<file path="config.mk">
export PLATFORM = sky130hd
export DESIGN_NAME = pow5_unit
export DESIGN_NICKNAME = d
export VERILOG_FILES = /design/src/logic/pow5_pkg.sv /design/src/logic/pow5_res_if.sv /design/src/logic/pow5_dispatch.sv /design/src/logic/pow5_pipe.sv /design/src/logic/pow5_res_arb.sv /design/src/logic/pow5_seq.sv /design/src/logic/pow5_single.sv /design/src/logic/pow5_unit.sv
export SDC_FILE = /design/constraint.sdc
export NUM_CORES = 1
export LEC_CHECK = 0
export ABC_AREA = 1
export BUFFER_PORTS_ARGS = -buffer_cell sky130_fd_sc_hd__buf_4
export CELL_PAD_IN_SITES_DETAIL_PLACEMENT = 1
export CELL_PAD_IN_SITES_GLOBAL_PLACEMENT = 1
export CORE_MARGIN = 2
export CORE_UTILIZATION = 50
export DETAILED_ROUTE_END_ITERATION = 10
export GPL_ROUTABILITY_DRIVEN = 0
export PLACE_DENSITY = 0.88
export SETUP_SLACK_MARGIN = 0.05
export SKIP_LAST_GASP = 1
export SYNTH_ARGS = -nofsm -noshare
export SYNTH_HDL_FRONTEND = slang
export SYNTH_SLANG_ARGS = --single-unit
</file>
<file path="constraint.sdc">
create_clock -name clk -period 14.7 [get_ports clk]
set_input_delay 0.735 -clock clk [delete_from_list [all_inputs] [get_ports clk]]
set_output_delay 0.735 -clock clk [all_outputs]
set_load 0.05 [all_outputs]
</file>
<file path="src/logic/pow5_pkg.sv">
package pow5_pkg;

    localparam int DATA_W = 8;                  // operand and result width in bits.

    typedef logic [DATA_W - 1:0] data_t;        // all arithmetic wraps modulo 2**DATA_W.

    // engine select code on the mode input and tag on res_eng.
    typedef enum logic [1:0] {
        ENG_SINGLE = 2'd0,                      // registered single-cycle engine.
        ENG_SEQ    = 2'd1,                      // multiply loop engine.
        ENG_PIPE   = 2'd2,                      // four-stage pipeline engine.
        ENG_NONE   = 2'd3                       // no engine here, request is dropped.
    } engine_e;

    localparam int SEQ_STEPS  = 4;              // multiplies after the first load, n -> n**5.
    localparam int PIPE_DEPTH = 4;              // pipeline stages between start and req.

endpackage

</file>
<file path="src/logic/pow5_res_if.sv">
`timescale 1ns/1ps

interface pow5_res_if;

    import pow5_pkg::*;

    logic  req;                                 // result waiting, a level until granted.
    data_t data;                                // result value, stable while req is high.
    logic  grant;                               // one-cycle pulse from the arbiter.

    // engine side offers a result and watches for its grant.
    modport engine (
        output req,
        output data,
        input  grant
    );

    // arbiter side picks one offer per cycle.
    modport arbiter (
        input  req,
        input  data,
        output grant
    );

endinterface

</file>
<file path="src/logic/pow5_dispatch.sv">
`timescale 1ns/1ps

module pow5_dispatch (
    input  logic              clk,
    input  logic              arst_n,
    input  logic              n_vld,
    input  pow5_pkg::engine_e mode,
    input  pow5_pkg::data_t   n,
    input  logic              busy_single,
    input  logic              busy_seq,
    output logic              start_single,
    output logic              start_seq,
    output logic              start_pipe,
    output pow5_pkg::data_t   operand,
    output logic              drop
);

    import pow5_pkg::*;

    logic    req_q;                             // request captured on the edge that saw n_vld.
    engine_e mode_q;                            // engine named by that request.
    data_t   n_q;                               // operand of that request.
    logic    drop_d;                            // decode found no free engine.

    // the request is registered first, like the input stage of the single-cycle engine.
    always_ff @(posedge clk or negedge arst_n) begin
        if (!arst_n) begin
            req_q  <= 1'b0;
            mode_q <= ENG_NONE;
        end else begin
            req_q  <= n_vld;
            mode_q <= mode;
        end
    end

    always_ff @(posedge clk) begin
        if (n_vld) n_q <= n;                    // payload only follows a valid request.
    end

    // busy is sampled one cycle after the request, so a busy engine rejects it here.
    always_comb begin
        start_single = 1'b0;
        start_seq    = 1'b0;
        start_pipe   = 1'b0;
        drop_d       = 1'b0;
        if (req_q) begin
            case (mode_q)
                ENG_SINGLE: begin
                    start_single = !busy_single; // only a free engine gets the strobe.
                    drop_d       = busy_single;
                end
                ENG_SEQ: begin
                    start_seq = !busy_seq;
                    drop_d    = busy_seq;
                end
                ENG_PIPE: start_pipe = 1'b1;    // the pipe accepts every cycle.
                default:  drop_d     = 1'b1;    // ENG_NONE always goes away.
            endcase
        end
    end

    assign operand = n_q;                       // one operand bus feeds all engines.

    always_ff @(posedge clk or negedge arst_n) begin
        if (!arst_n) drop <= 1'b0;
        else         drop <= drop_d;            // pulse appears after edge 1.
    end

endmodule

</file>
<file path="src/logic/pow5_pipe.sv">
`timescale 1ns/1ps

module pow5_pipe (
    input  logic              clk,
    input  logic              arst_n,
    input  logic              start,
    input  pow5_pkg::data_t   operand,
    pow5_res_if.engine        res
);

    import pow5_pkg::*;

    logic [PIPE_DEPTH - 1:0] vld_q;             // one valid bit per stage, bit 0 is the first stage.
    data_t                   pow_q [PIPE_DEPTH];     // n**(i+2) in stage i.
    data_t                   n_q   [PIPE_DEPTH - 1]; // operand delayed along with its power.

    // valid bits move one stage per cycle and never stall.
    always_ff @(posedge clk or negedge arst_n) begin
        if (!arst_n) begin
            vld_q <= '0;
        end else begin
            vld_q <= {vld_q[PIPE_DEPTH - 2:0], start};
        end
    end

    // the first stage squares the operand, every later stage multiplies by its own copy.
    always_ff @(posedge clk) begin
        pow_q[0] <= operand * operand;
        n_q[0]   <= operand;
        for (int i = 1; i < PIPE_DEPTH; i++) begin
            pow_q[i] <= pow_q[i - 1] * n_q[i - 1];
        end
        for (int i = 1; i < PIPE_DEPTH - 1; i++) begin
            n_q[i] <= n_q[i - 1];               // the last stage needs the copy from stage 2.
        end
    end

    // top priority means the grant always comes in this same cycle, so req is a single pulse.
    assign res.req  = vld_q[PIPE_DEPTH - 1];
    assign res.data = pow_q[PIPE_DEPTH - 1];    // n**5 after the last stage.

endmodule

</file>
<file path="src/logic/pow5_res_arb.sv">
`timescale 1ns/1ps

module pow5_res_arb (
    input  logic              clk,
    input  logic              arst_n,
    pow5_res_if.arbiter       pipe_res,
    pow5_res_if.arbiter       single_res,
    pow5_res_if.arbiter       seq_res,
    output logic              res_vld,
    output pow5_pkg::data_t   res,
    output pow5_pkg::engine_e res_eng
);

    import pow5_pkg::*;

    logic    any_req;                           // some engine is offering a result.
    data_t   sel_data;                          // value of the winner.
    engine_e sel_eng;                           // tag of the winner.

    // fixed priority: the pipe cannot wait, then single, then seq.
    assign pipe_res.grant   = pipe_res.req;
    assign single_res.grant = single_res.req & !pipe_res.req;
    assign seq_res.grant    = seq_res.req & !pipe_res.req & !single_res.req;

    assign any_req = pipe_res.req | single_res.req | seq_res.req;

    always_comb begin
        if (pipe_res.req) begin
            sel_data = pipe_res.data;
            sel_eng  = ENG_PIPE;
        end else if (single_res.req) begin
            sel_data = single_res.data;
            sel_eng  = ENG_SINGLE;
        end else begin
            sel_data = seq_res.data;            // also the idle default, res_vld stays low then.
            sel_eng  = ENG_SEQ;
        end
    end

    always_ff @(posedge clk or negedge arst_n) begin
        if (!arst_n) res_vld <= 1'b0;
        else         res_vld <= any_req;        // one beat per grant.
    end

    always_ff @(posedge clk) begin
        if (any_req) begin
            res     <= sel_data;
            res_eng <= sel_eng;                 // the tag travels with its value.
        end
    end

endmodule

</file>
<file path="src/logic/pow5_seq.sv">
`timescale 1ns/1ps

module pow5_seq (
    input  logic              clk,
    input  logic              arst_n,
    input  logic              start,
    input  pow5_pkg::data_t   operand,
    output logic              busy,
    pow5_res_if.engine        res
);

    import pow5_pkg::*;

    typedef enum logic [1:0] {
        SEQ_IDLE,                               // waiting for a start strobe.
        SEQ_MUL,                                // one multiply per cycle.
        SEQ_HOLD                                // result offered until granted.
    } seq_state_e;

    seq_state_e                       state_q;
    logic [$clog2(SEQ_STEPS) - 1:0]   step_q;   // counts the multiplies already done.
    logic                             load;     // start accepted in idle.
    data_t                            op_q;     // operand kept for every step.
    data_t                            acc_q;    // running power, starts at n.

    assign load = start & (state_q == SEQ_IDLE);

    always_ff @(posedge clk or negedge arst_n) begin
        if (!arst_n) begin
            state_q <= SEQ_IDLE;
            step_q  <= '0;
        end else begin
            case (state_q)
                SEQ_IDLE: begin
                    if (load) state_q <= SEQ_MUL;
                    step_q <= '0;               // every run counts from zero.
                end
                SEQ_MUL: begin
                    step_q <= step_q + 1'b1;
                    if (step_q == SEQ_STEPS - 1) state_q <= SEQ_HOLD; // n**5 after the last step.
                end
                SEQ_HOLD: begin
                    if (res.grant) state_q <= SEQ_IDLE; // leaves on the edge after grant.
                end
                default: state_q <= SEQ_IDLE;
            endcase
        end
    end

    // accumulator and operand copy, as in the shift-register loop of the sequential variant.
    always_ff @(posedge clk) begin
        if (load) begin
            op_q  <= operand;
            acc_q <= operand;
        end else if (state_q == SEQ_MUL) begin
            acc_q <= acc_q * op_q;
        end
    end

    assign busy     = (state_q != SEQ_IDLE);    // covers multiply and hold.
    assign res.req  = (state_q == SEQ_HOLD);
    assign res.data = acc_q;                    // frozen once the loop ends.

endmodule

</file>
<file path="src/logic/pow5_single.sv">
`timescale 1ns/1ps

module pow5_single (
    input  logic              clk,
    input  logic              arst_n,
    input  logic              start,
    input  pow5_pkg::data_t   operand,
    output logic              busy,
    pow5_res_if.engine        res
);

    import pow5_pkg::*;

    logic  accept;                              // start seen while idle.
    logic  calc_q;                              // operand is held and the power is being formed.
    logic  req_q;                               // result is held and offered to the arbiter.
    data_t op_q;                                // registered operand.
    data_t res_q;                               // registered fifth power.

    assign busy   = calc_q | req_q;             // high from acceptance until the grant edge.
    assign accept = start & !busy;

    always_ff @(posedge clk or negedge arst_n) begin
        if (!arst_n) begin
            calc_q <= 1'b0;
            req_q  <= 1'b0;
        end else begin
            calc_q <= accept;                   // one cycle in the multiply stage.
            if (calc_q) begin
                req_q <= 1'b1;                  // result ready after edge 2.
            end else if (res.grant) begin
                req_q <= 1'b0;                  // drops in the cycle after the grant.
            end
        end
    end

    // the whole product is one combinational cloud between two registers.
    always_ff @(posedge clk) begin
        if (accept) op_q  <= operand;
        if (calc_q) res_q <= op_q * op_q * op_q * op_q * op_q;
    end

    assign res.req  = req_q;
    assign res.data = res_q;                    // stays put while req is held.

endmodule

</file>
<file path="src/logic/pow5_unit.sv">
`timescale 1ns/1ps

module pow5_unit (
    input  logic              clk,
    input  logic              arst_n,
    input  logic              n_vld,
    input  pow5_pkg::engine_e mode,
    input  pow5_pkg::data_t   n,
    output logic              res_vld,
    output logic              drop,
    output pow5_pkg::data_t   res,
    output pow5_pkg::engine_e res_eng
);

    import pow5_pkg::*;

    logic  start_single;                        // one-cycle strobes from the dispatcher.
    logic  start_seq;
    logic  start_pipe;
    logic  busy_single;                         // engine levels back to the dispatcher.
    logic  busy_seq;
    data_t operand;                             // shared by all three engines.

    pow5_res_if res_single ();                  // one result channel per engine.
    pow5_res_if res_seq ();
    pow5_res_if res_pipe ();

    pow5_dispatch dispatch_inst (
        .clk          (clk),
        .arst_n       (arst_n),
        .n_vld        (n_vld),
        .mode         (mode),
        .n            (n),
        .busy_single  (busy_single),
        .busy_seq     (busy_seq),
        .start_single (start_single),
        .start_seq    (start_seq),
        .start_pipe   (start_pipe),
        .operand      (operand),
        .drop         (drop)
    );

    pow5_single single_inst (
        .clk     (clk),
        .arst_n  (arst_n),
        .start   (start_single),
        .operand (operand),
        .busy    (busy_single),
        .res     (res_single.engine)
    );

    pow5_seq seq_inst (
        .clk     (clk),
        .arst_n  (arst_n),
        .start   (start_seq),
        .operand (operand),
        .busy    (busy_seq),
        .res     (res_seq.engine)
    );

    pow5_pipe pipe_inst (
        .clk     (clk),
        .arst_n  (arst_n),
        .start   (start_pipe),
        .operand (operand),
        .res     (res_pipe.engine)
    );

    pow5_res_arb res_arb_inst (
        .clk        (clk),
        .arst_n     (arst_n),
        .pipe_res   (res_pipe.arbiter),
        .single_res (res_single.arbiter),
        .seq_res    (res_seq.arbiter),
        .res_vld    (res_vld),
        .res        (res),
        .res_eng    (res_eng)
    );

endmodule

</file>
==> results of run 1 <==
## worst max-delay path, delay by kind of cell, from the launching register on
kind	cells	cell delay [ps]
simple gates	9	980
flops	1	970
xor+xnor	4	870
fa+ha+maj	18	7810
compound gates	2	260
buf+inv	6	430
## area by class of cell
type | count | area share (%)
Inverter | 307 | 10.2
Sequential cell | 117 | 25.8
Timing Repair Buffer | 25 | 1.66
Tap cell | 270 | 2.98
Clock inverter | 15 | 1.51
Multi-Input combinational cell | 753 | 54.1
Clock buffer | 17 | 3.75
## cells in the mapped netlist (2+ instances only)
cell / instances / share of area [%]
inv_2: 2 / 0.073
o21ai_0: 19 / 0.93
clkinv_1: 3 / 0.11
edfxtp_1: 50 / 15
dfxtp_1: 52 / 10
a21o_1: 2 / 0.15
fa_1: 92 / 18
nor3_1: 2 / 0.098
nor2_1: 19 / 0.70
dfstp_2: 2 / 0.51
nand2_2: 5 / 0.31
xnor2_1: 42 / 3.6
ha_1: 132 / 16
xnor2_2: 2 / 0.32
conb_1: 2 / 0.073
inv_1: 302 / 11
clkbuf_1: 12 / 0.44
nand4_1: 5 / 0.31
xor2_1: 53 / 4.5
dfrtp_1: 13 / 3.2
a21oi_1: 17 / 0.83
nand2_1: 306 / 11
nand3_1: 37 / 1.8
## worst max-delay path by stage
stage,start,end,slack [ps],cells after the start
after CTS,single_inst.op_q[1],single_inst.res.data[7],3200,39
after global routing,single_inst.op_q[1],single_inst.res.data[7],2620,43
final,single_inst.op_q[1],single_inst.res.data[7],3110,39
after global placement,single_inst.op_q[1],single_inst.res.data[7],3810,41
after floorplan,single_inst.op_q[2],single_inst.res.data[7],4400,42
after detailed placement,single_inst.op_q[1],single_inst.res.data[7],3270,39
## state kept, by name, indices dropped and copies added, names as in the netlist
name                   count
seq_inst.state_q           2
seq_inst.step_q            2
single_inst.calc_q         1
pipe_inst.vld_q            4
seq_inst.op_q              8
single_inst.res.req        1
dispatch_inst.mode_q       2
dispatch_inst.drop         1
dispatch_inst.req_q        1
dispatch_inst.operand      8
seq_inst.res.data          8
res_arb_inst.res_vld       1
res_arb_inst.res           8
single_inst.res.data       8
pipe_inst.pow_q           29
res_arb_inst.res_eng       2
single_inst.op_q           8
pipe_inst.n_q             23
## through the flow
step,hold WS (ps),cells,power (mW),worst slack [ps]
6_report,143,1504,2.86,3110
5_1_grt,142,1504,3.09,2620
4_1_cts,143,1504,2.87,3200
3_5_place_dp,339,1472,2.32,3270
3_3_place_gp,332,1472,2.15,3810
2_1_floorplan,331,1193,1.85,4400
## power by group through the flow
stage	clock network (mW)	logic, mW	registers, mW
after floorplan	0	1.28	0.571
after global placement	0	1.59	0.558
after detailed placement	0	1.76	0.561
after CTS	0.434	1.87	0.560
after global routing	0.450	2.07	0.571
final	0.430	1.87	0.563
## logic make-up after synthesis
family	count (synthesis)	synth area share (%)
adders and majority gates	224	34.1
DFF	117	28.5
other	2	0.0734
AOI/OAI and AO/OA	41	2.10
and+or+nand+nor	378	14.7
buffers and inverters	323	12.0
xor gates and xnor gates	97	8.45
## metal layers
layer | track usage [%] | vias up | wire, um
met2 | 54.2 | 263 | 15900
met1 | 32.1 | 3973 | 11200
met3 | 6.86 | 112 | 1500
li1 | - | 3585 | -
met5 | 0 | - | 0
met4 | 14.7 | 0 | 1440
==> report_table.html, run 1 <==
<table>
<tr><th>Metric</th><th>Value</th></tr>
<tr><th colspan="2">Status</th></tr>
<tr><td>Result of the run</td><td>finished clean</td></tr>
<tr><th colspan="2">Layout</th></tr>
<tr><td>Commonest non-fill, non-tap cell in the layout</td><td>nand2_1</td></tr>
<tr><td>Storage cell area</td><td>slightly below 3000 um^2</td></tr>
<tr><td>Antenna cell count</td><td>0</td></tr>
<tr><td>Layout cells sized above 1</td><td>roughly 6%</td></tr>
<tr><td>Post-layout net count</td><td>roughly 1500</td></tr>
<tr><td>Final cell utilization of the core</td><td>approximately 56%</td></tr>
<tr><td>Final instance area</td><td>between 10000 and 15000 um^2</td></tr>
<tr><td>Most frequent cells in the layout</td><td>306 x nand2_1, 302 x inv_1, 132 x ha_1</td></tr>
<tr><td>Filler cells</td><td>between 2000 and 2500</td></tr>
<tr><td>Synthesis-to-layout area growth</td><td>10.8%</td></tr>
<tr><td>Area of combinational cells with multiple inputs</td><td>slightly above 6000 um^2</td></tr>
<tr><th colspan="2">Pwr</th></tr>
<tr><td>Net switching component of the power</td><td>around 1.4 mW</td></tr>
<tr><td>Standby leakage power</td><td>approximately 6.5 nW</td></tr>
<tr><td>Power per unit of standard cell area</td><td>~250 nW/um^2</td></tr>
<tr><td>Sequential share of power</td><td>between 10% and 20%</td></tr>
<tr><td>Share of total power consumed by net switching</td><td>around half</td></tr>
<tr><td>Power Internal</td><td>around 1.4 mW</td></tr>
<tr><td>Largest voltage drop on the vdd net</td><td>between 100 and 150 uV</td></tr>
<tr><td>Combinational fraction of design power</td><td>65.3%</td></tr>
<tr><td>Power share of the clock group</td><td>about 15%</td></tr>
<tr><th colspan="2">Timing</th></tr>
<tr><td>Measured slew at the worst slew-check pin</td><td>about 1300 ps</td></tr>
<tr><td>Unrepaired setup endpoints after global routing</td><td>no</td></tr>
<tr><td>Total of endpoints with negative setup slack in the final report</td><td>0</td></tr>
<tr><td>Slew headroom</td><td>under 10%</td></tr>
<tr><td>F_max</td><td>between 80 and 90 MHz</td></tr>
<tr><td>Clock Skews</td><td>about 8.3 ps</td></tr>
<tr><td>Number of endpoints with negative hold slack in the final report</td><td>0</td></tr>
<tr><td>Crit share post-route</td><td>about four fifths</td></tr>
<tr><td>TNS Setup</td><td>0 ps</td></tr>
<tr><td>Period minus WS final</td><td>approximately 12000 ps</td></tr>
<tr><td>Final Max Slew Viols</td><td>0</td></tr>
<tr><th colspan="2">Critical path</th></tr>
<tr><td>CP endpoint kind</td><td>flop</td></tr>
<tr><td>Critical-path cell with the highest stage delay</td><td>edfxtp_1</td></tr>
<tr><td>Critical register-to-register path startpoint</td><td>single_inst.op_q[1]</td></tr>
<tr><td>Reg2Reg Capture Point</td><td>single_inst.res.data[7]</td></tr>
<tr><td>Required time of the critical path</td><td>about 15000 ps</td></tr>
<tr><td>Worst setup SP type</td><td>flop</td></tr>
<tr><td>Kind of critical path</td><td>flop to flop</td></tr>
<tr><td>Register-to-register setup slack</td><td>around 3100 ps</td></tr>
<tr><td>Worst Reg-to-Reg Cells</td><td>39</td></tr>
<tr><td>Arrival time at the worst endpoint</td><td>roughly 12000 ps</td></tr>
<tr><td>Most prevalent standard cell on the critical path</td><td>fa_1</td></tr>
<tr><td>Worst-path fanout max</td><td>24</td></tr>
<tr><td>Maximum single-stage delay on the critical path</td><td>~970 ps</td></tr>
<tr><th colspan="2">Global route</th></tr>
<tr><td>Largest net degree at the start of global routing</td><td>31</td></tr>
<tr><td>Wire length of the first global-routing pass</td><td>between 40000 and 50000 um</td></tr>
<tr><td>Global router's overall resource usage</td><td>29.6%</td></tr>
<tr><td>Number of global-route vias before repair</td><td>9340</td></tr>
<tr><td>Antenna violations before repair</td><td>0</td></tr>
<tr><td>Sum of overflow across all layers after global routing</td><td>0</td></tr>
<tr><th colspan="2">Yosys</th></tr>
<tr><td>Main synth FF type</td><td>dfxtp_1</td></tr>
<tr><td>Register bit total from synthesis</td><td>about 120</td></tr>
<tr><td>Post-Syn Instances</td><td>roughly 1200</td></tr>
<tr><td>Count of flip-flops with a built-in enable after synthesis</td><td>50</td></tr>
<tr><td>Cell area after synthesis</td><td>approximately 10000 um^2</td></tr>
<tr><td>Sequential-to-total area share from yosys stat</td><td>approximately 29%</td></tr>
<tr><td>Async set-or-reset flop fraction in the synthesized netlist</td><td>around an eighth</td></tr>
<tr><td>Post-Synthesis Mean Instance Area</td><td>approximately 8.7 um^2</td></tr>
<tr><td>Number of library cell types mapped by synthesis</td><td>34</td></tr>
<tr><td>Synth warn</td><td>0</td></tr>
<tr><th colspan="2">Clock tree</th></tr>
<tr><td>Number of clock buffers inserted by TritonCTS</td><td>17</td></tr>
<tr><td>CTS Root Cell</td><td>clkbuf_16</td></tr>
<tr><td>H-tree depth</td><td>4</td></tr>
<tr><td>Post-CTS Repair Setup Buffers</td><td>0</td></tr>
<tr><td>Total number of clock tree sinks</td><td>117</td></tr>
<tr><td>Post-CTS Hold Fix Bufs</td><td>0</td></tr>
<tr><td>Clock-pin transition on the worst setup and hold timing paths</td><td>60 ps</td></tr>
<tr><td>Clock insertion delay at the later pin of the skew report</td><td>440 ps</td></tr>
<tr><td>CTS-repair resized insts</td><td>0</td></tr>
<tr><td>Number of buffers on the longest clock path</td><td>2</td></tr>
<tr><td>TritonCTS clock tree</td><td>done</td></tr>
<tr><th colspan="2">Die</th></tr>
<tr><td>Standard cell core area</td><td>approximately 20000 um^2</td></tr>
<tr><td>Horizontal die dimension</td><td>roughly 150 um</td></tr>
<tr><td>DIE AREA</td><td>between 20000 and 25000 um^2</td></tr>
<tr><td>Die span in y</td><td>between 100 and 150 um</td></tr>
<tr><td>Starting density of the core</td><td>50.7%</td></tr>
<tr><td>Total number of placement rows</td><td>52</td></tr>
<tr><td>I/O pins</td><td>25</td></tr>
<tr><th colspan="2">Drt</th></tr>
<tr><td>Routed Wire Length</td><td>approximately 30000 um</td></tr>
<tr><td>Detailed-route via count</td><td>a little under 8000</td></tr>
<tr><td>Wire length per cell</td><td>20.0 um</td></tr>
<tr><td>Vias per Instance</td><td>roughly 5.3</td></tr>
<tr><td>Remaining antenna violation count</td><td>0</td></tr>
<tr><td>DRC violations left</td><td>0</td></tr>
<tr><td>DR pass1 iterations</td><td>5</td></tr>
<tr><td>DRC violation total after the first TritonRoute iteration</td><td>just under 500</td></tr>
<tr><th colspan="2">Run</th></tr>
<tr><td>Maximum capacitance violations</td><td>0</td></tr>
<tr><th colspan="2">Placed design</th></tr>
<tr><td>Estimated wirelength of the detail-placed design</td><td>slightly above 20000 um</td></tr>
<tr><td>Post-place instance area</td><td>~11000 um^2</td></tr>
<tr><td>Number of port buffers</td><td>24</td></tr>
<tr><th colspan="2">Hold path</th></tr>
<tr><td>Class of the tightest hold or removal check</td><td>input pin to async pin</td></tr>
</table>
Note: power is estimated with default switching activity, not from simulation.
==> run 2: changes to the inputs <==
- CORE_UTILIZATION: 50 -> 45
- PLACE_DENSITY: 0.88 -> 0.84
- clock period: 14.7 -> 10.5 ns (I/O delays scaled with it)
==> run 2 against run 1 <==
Sequential power grew 39%. Via count shrank 4.0%. Worst hold slack gained 78 ps. Clock-buffer cell count grew 5. Power grew 38%. Final cell count grew 2.0%. Flip-flop and latch count is the same. Clock power grew 37%. Critical path depth grew 5. Non-clock buffer count grew 15.
==> report_table.html, run 2 (synthesized netlist as in run 1, its figures left out) <==
<table>
<tr><th>Metric</th><th>Value</th></tr>
<tr><th colspan="2">Timing</th></tr>
<tr><td>Total of endpoints with negative setup slack in the final report</td><td>0</td></tr>
<tr><td>Period minus WS final</td><td>slightly above 10000 ps</td></tr>
<tr><td>Unrepaired setup endpoints after global routing</td><td>yes</td></tr>
<tr><td>Number of endpoints with negative hold slack in the final report</td><td>0</td></tr>
<tr><td>Clock Skews</td><td>~10 ps</td></tr>
<tr><td>Final hold slack</td><td>221 ps</td></tr>
<tr><td>Measured slew at the worst slew-check pin</td><td>roughly 640 ps</td></tr>
<tr><td>TNS Setup</td><td>0 ps</td></tr>
<tr><td>F_max</td><td>just under 100 MHz</td></tr>
<tr><td>Crit share post-route</td><td>between 90% and 100%</td></tr>
<tr><td>Final Max Slew Viols</td><td>0</td></tr>
<tr><td>Slew headroom</td><td>about 57%</td></tr>
<tr><th colspan="2">Pwr</th></tr>
<tr><td>Power per unit of standard cell area</td><td>~340 nW/um^2</td></tr>
<tr><td>Sequential share of power</td><td>between 10% and 20%</td></tr>
<tr><td>Largest voltage drop on the vdd net</td><td>around 170 uV</td></tr>
<tr><td>Standby leakage power</td><td>approximately 6.5 nW</td></tr>
<tr><td>Power Internal</td><td>approximately 2.1 mW</td></tr>
<tr><td>Power share of the clock group</td><td>between 10% and 20%</td></tr>
<tr><td>Combinational fraction of design power</td><td>about two thirds</td></tr>
<tr><td>Share of total power consumed by net switching</td><td>46.0%</td></tr>
<tr><td>Net switching component of the power</td><td>about 1.8 mW</td></tr>
<tr><th colspan="2">Run</th></tr>
<tr><td>Maximum capacitance violations</td><td>0</td></tr>
<tr><th colspan="2">Critical path</th></tr>
<tr><td>Arrival time at the worst endpoint</td><td>10510 ps</td></tr>
<tr><td>Cell family with the largest share of critical-path delay</td><td>adder cells</td></tr>
<tr><td>Critical register-to-register path startpoint</td><td>single_inst.op_q[0]</td></tr>
<tr><td>Worst-path fanout max</td><td>4</td></tr>
<tr><td>CP endpoint kind</td><td>flop</td></tr>
<tr><td>Kind of critical path</td><td>flop to flop</td></tr>
<tr><td>Required time of the critical path</td><td>10690 ps</td></tr>
<tr><td>Worst Reg-to-Reg Cells</td><td>between 40 and 50</td></tr>
<tr><td>Most prevalent standard cell on the critical path</td><td>fa_1</td></tr>
<tr><td>Cell count along the critical path</td><td>44</td></tr>
<tr><td>Critical-path cell with the highest stage delay</td><td>fa_1</td></tr>
<tr><td>CP bufs+invs</td><td>8</td></tr>
<tr><td>Startpoint of the most critical setup path</td><td>single_inst.op_q[0]</td></tr>
<tr><td>Worst setup SP type</td><td>flop</td></tr>
<tr><td>Maximum single-stage delay on the critical path</td><td>560 ps</td></tr>
<tr><th colspan="2">Global route</th></tr>
<tr><td>Antenna violations before repair</td><td>0</td></tr>
<tr><td>Largest net degree at the start of global routing</td><td>28</td></tr>
<tr><td>Wire length of the first global-routing pass</td><td>42900 um</td></tr>
<tr><td>Number of global-route vias before repair</td><td>between 8000 and 9000</td></tr>
<tr><td>Sum of overflow across all layers after global routing</td><td>0</td></tr>
<tr><td>Global router's overall resource usage</td><td>approximately 23%</td></tr>
<tr><th colspan="2">Clock tree</th></tr>
<tr><td>Number of buffers on the longest clock path</td><td>2</td></tr>
<tr><td>H-tree depth</td><td>4</td></tr>
<tr><td>TritonCTS clock tree</td><td>done</td></tr>
<tr><td>Number of clock buffers inserted by TritonCTS</td><td>17</td></tr>
<tr><td>CTS Root Cell</td><td>clkbuf_16</td></tr>
<tr><td>Clock insertion delay at the later pin of the skew report</td><td>between 400 and 500 ps</td></tr>
<tr><td>Total number of clock tree sinks</td><td>between 100 and 150</td></tr>
<tr><td>Clock-pin transition on the worst setup and hold timing paths</td><td>roughly 60 ps</td></tr>
<tr><th colspan="2">Layout</th></tr>
<tr><td>Commonest non-fill, non-tap cell in the layout</td><td>nand2_1</td></tr>
<tr><td>Largest register by flop count</td><td>pipe_inst.pow_q</td></tr>
<tr><td>Most frequent cells in the layout</td><td>303 x nand2_1, 301 x inv_1, 127 x ha_1</td></tr>
<tr><td>Flip-flop count of the largest register, all copies and words added</td><td>29</td></tr>
<tr><td>Synthesis-to-layout area growth</td><td>13.0%</td></tr>
<tr><td>Final instance area</td><td>11600 um^2</td></tr>
<tr><td>Antenna cell count</td><td>0</td></tr>
<tr><td>Largest registers in the final layout</td><td>pipe_inst.pow_q: 29 flops, pipe_inst.n_q: 23 flops</td></tr>
<tr><td>Final standard cell count with taps included and fillers excluded</td><td>~1500</td></tr>
<tr><td>Final cell utilization of the core</td><td>~51%</td></tr>
<tr><td>Layout cells sized above 1</td><td>around 7.8%</td></tr>
<tr><td>Post-layout net count</td><td>roughly 1500</td></tr>
<tr><th colspan="2">Drt</th></tr>
<tr><td>DR pass1 iterations</td><td>4</td></tr>
<tr><td>Wire length per cell</td><td>16.9 um</td></tr>
<tr><td>Vias per Instance</td><td>about 5.0</td></tr>
<tr><td>DRC violation total after the first TritonRoute iteration</td><td>about 390</td></tr>
<tr><td>Routed Wire Length</td><td>roughly 26000 um</td></tr>
<tr><td>Remaining antenna violation count</td><td>0</td></tr>
<tr><td>Detailed-route via count</td><td>between 7000 and 8000</td></tr>
<tr><td>DRC violations left</td><td>0</td></tr>
<tr><th colspan="2">Die</th></tr>
<tr><td>Standard cell core area</td><td>between 20000 and 25000 um^2</td></tr>
<tr><td>Die span in y</td><td>155 um</td></tr>
<tr><td>DIE AREA</td><td>24000 um^2</td></tr>
<tr><td>I/O pins</td><td>25</td></tr>
<tr><td>Starting density of the core</td><td>45.5%</td></tr>
<tr><td>Total number of placement rows</td><td>55</td></tr>
<tr><td>Horizontal die dimension</td><td>about 150 um</td></tr>
<tr><th colspan="2">Status</th></tr>
<tr><td>Result of the run</td><td>finished clean</td></tr>
<tr><th colspan="2">Placed design</th></tr>
<tr><td>Number of port buffers</td><td>24</td></tr>
<tr><td>Estimated wirelength of the detail-placed design</td><td>19600 um</td></tr>
<tr><td>Instance count after placement with tap cells included</td><td>~1500</td></tr>
<tr><td>Post-place instance area</td><td>10800 um^2</td></tr>
<tr><th colspan="2">Hold path</th></tr>
<tr><td>Min-delay src</td><td>mode[0]</td></tr>
<tr><td>Class of the tightest hold or removal check</td><td>input pin to flop</td></tr>
<tr><td>Count of cells along the worst hold path</td><td>1</td></tr>
</table>
[run 2: cell count changes in the layout (fill, tap and decap cells not counted), moves of 3 or more]
cell,previous run,this run
clkbuf_1,0,4
buf_4,25,38
nand2_2,5,8
nand2_1,306,303
clkinv_4,5,1
ha_1,132,127
ha_4,0,5
inv_6,5,0
[run 2: per-layer routing]
layer  vias up  wire length, um  track usage (%)
li1       3615                -                -
met1      3807            10300             26.3
met2       140            14000             43.2
met3        54              827             3.33
met4         0              840             8.73
met5         -                0                0
[run 2: repair_timing]
item,4_1_cts,5_1_grt
gates resized for setup,11,8
pin swaps,7,9
endpoints found under the hold margin,13,0
hold buffers,1,0
setup endpoints to repair,1,1
buffers inserted,3,3
[run 2: power groups by stage]
stage	logic (mW)	clock network (mW)	registers, mW
floorplan	1.79	0	0.800
global placement	2.20	0	0.779
detailed placement	2.40	0	0.786
CTS	2.52	0.598	0.780
global route	2.93	0.617	0.795
finish	2.57	0.591	0.781
[run 2: worst paths after layout]
| kind | endpoint | slack (ps) |
|---|---|---|
| max | single_inst.res.data[7] | 180 |
| min in group asynchronous | res_arb_inst.res_vld | 500 |
| max in group asynchronous | dispatch_inst.mode_q[1] | 9740 |
| max reg2reg | single_inst.res.data[7] | 180 |
| min reg2reg | pipe_inst.n_q[0][23] | 360 |
| min | dispatch_inst.mode_q[0] | 220 |
[run 2: final cells by class]
| type | count | area [um^2] |
|---|---|---|
| Sequential cell | 117 | 2920 |
| Clock buffer | 22 | 454 |
| Inverter | 307 | 1150 |
| Fill cell | 2627 | 10900 |
| Clock inverter | 10 | 133 |
| Timing Repair Buffer | 40 | 307 |
| Multi-Input combinational cell | 753 | 6240 |
| Tap cell | 285 | 357 |
[run 2: through the flow]
step / setup slack [ps] / power, mW
2_1_floorplan: 203 / 2.59
3_3_place_gp: 231 / 2.98
3_5_place_dp: -237 / 3.18
4_1_cts: 55.9 / 3.90
5_1_grt: -280 / 4.34
6_report: 182 / 3.95
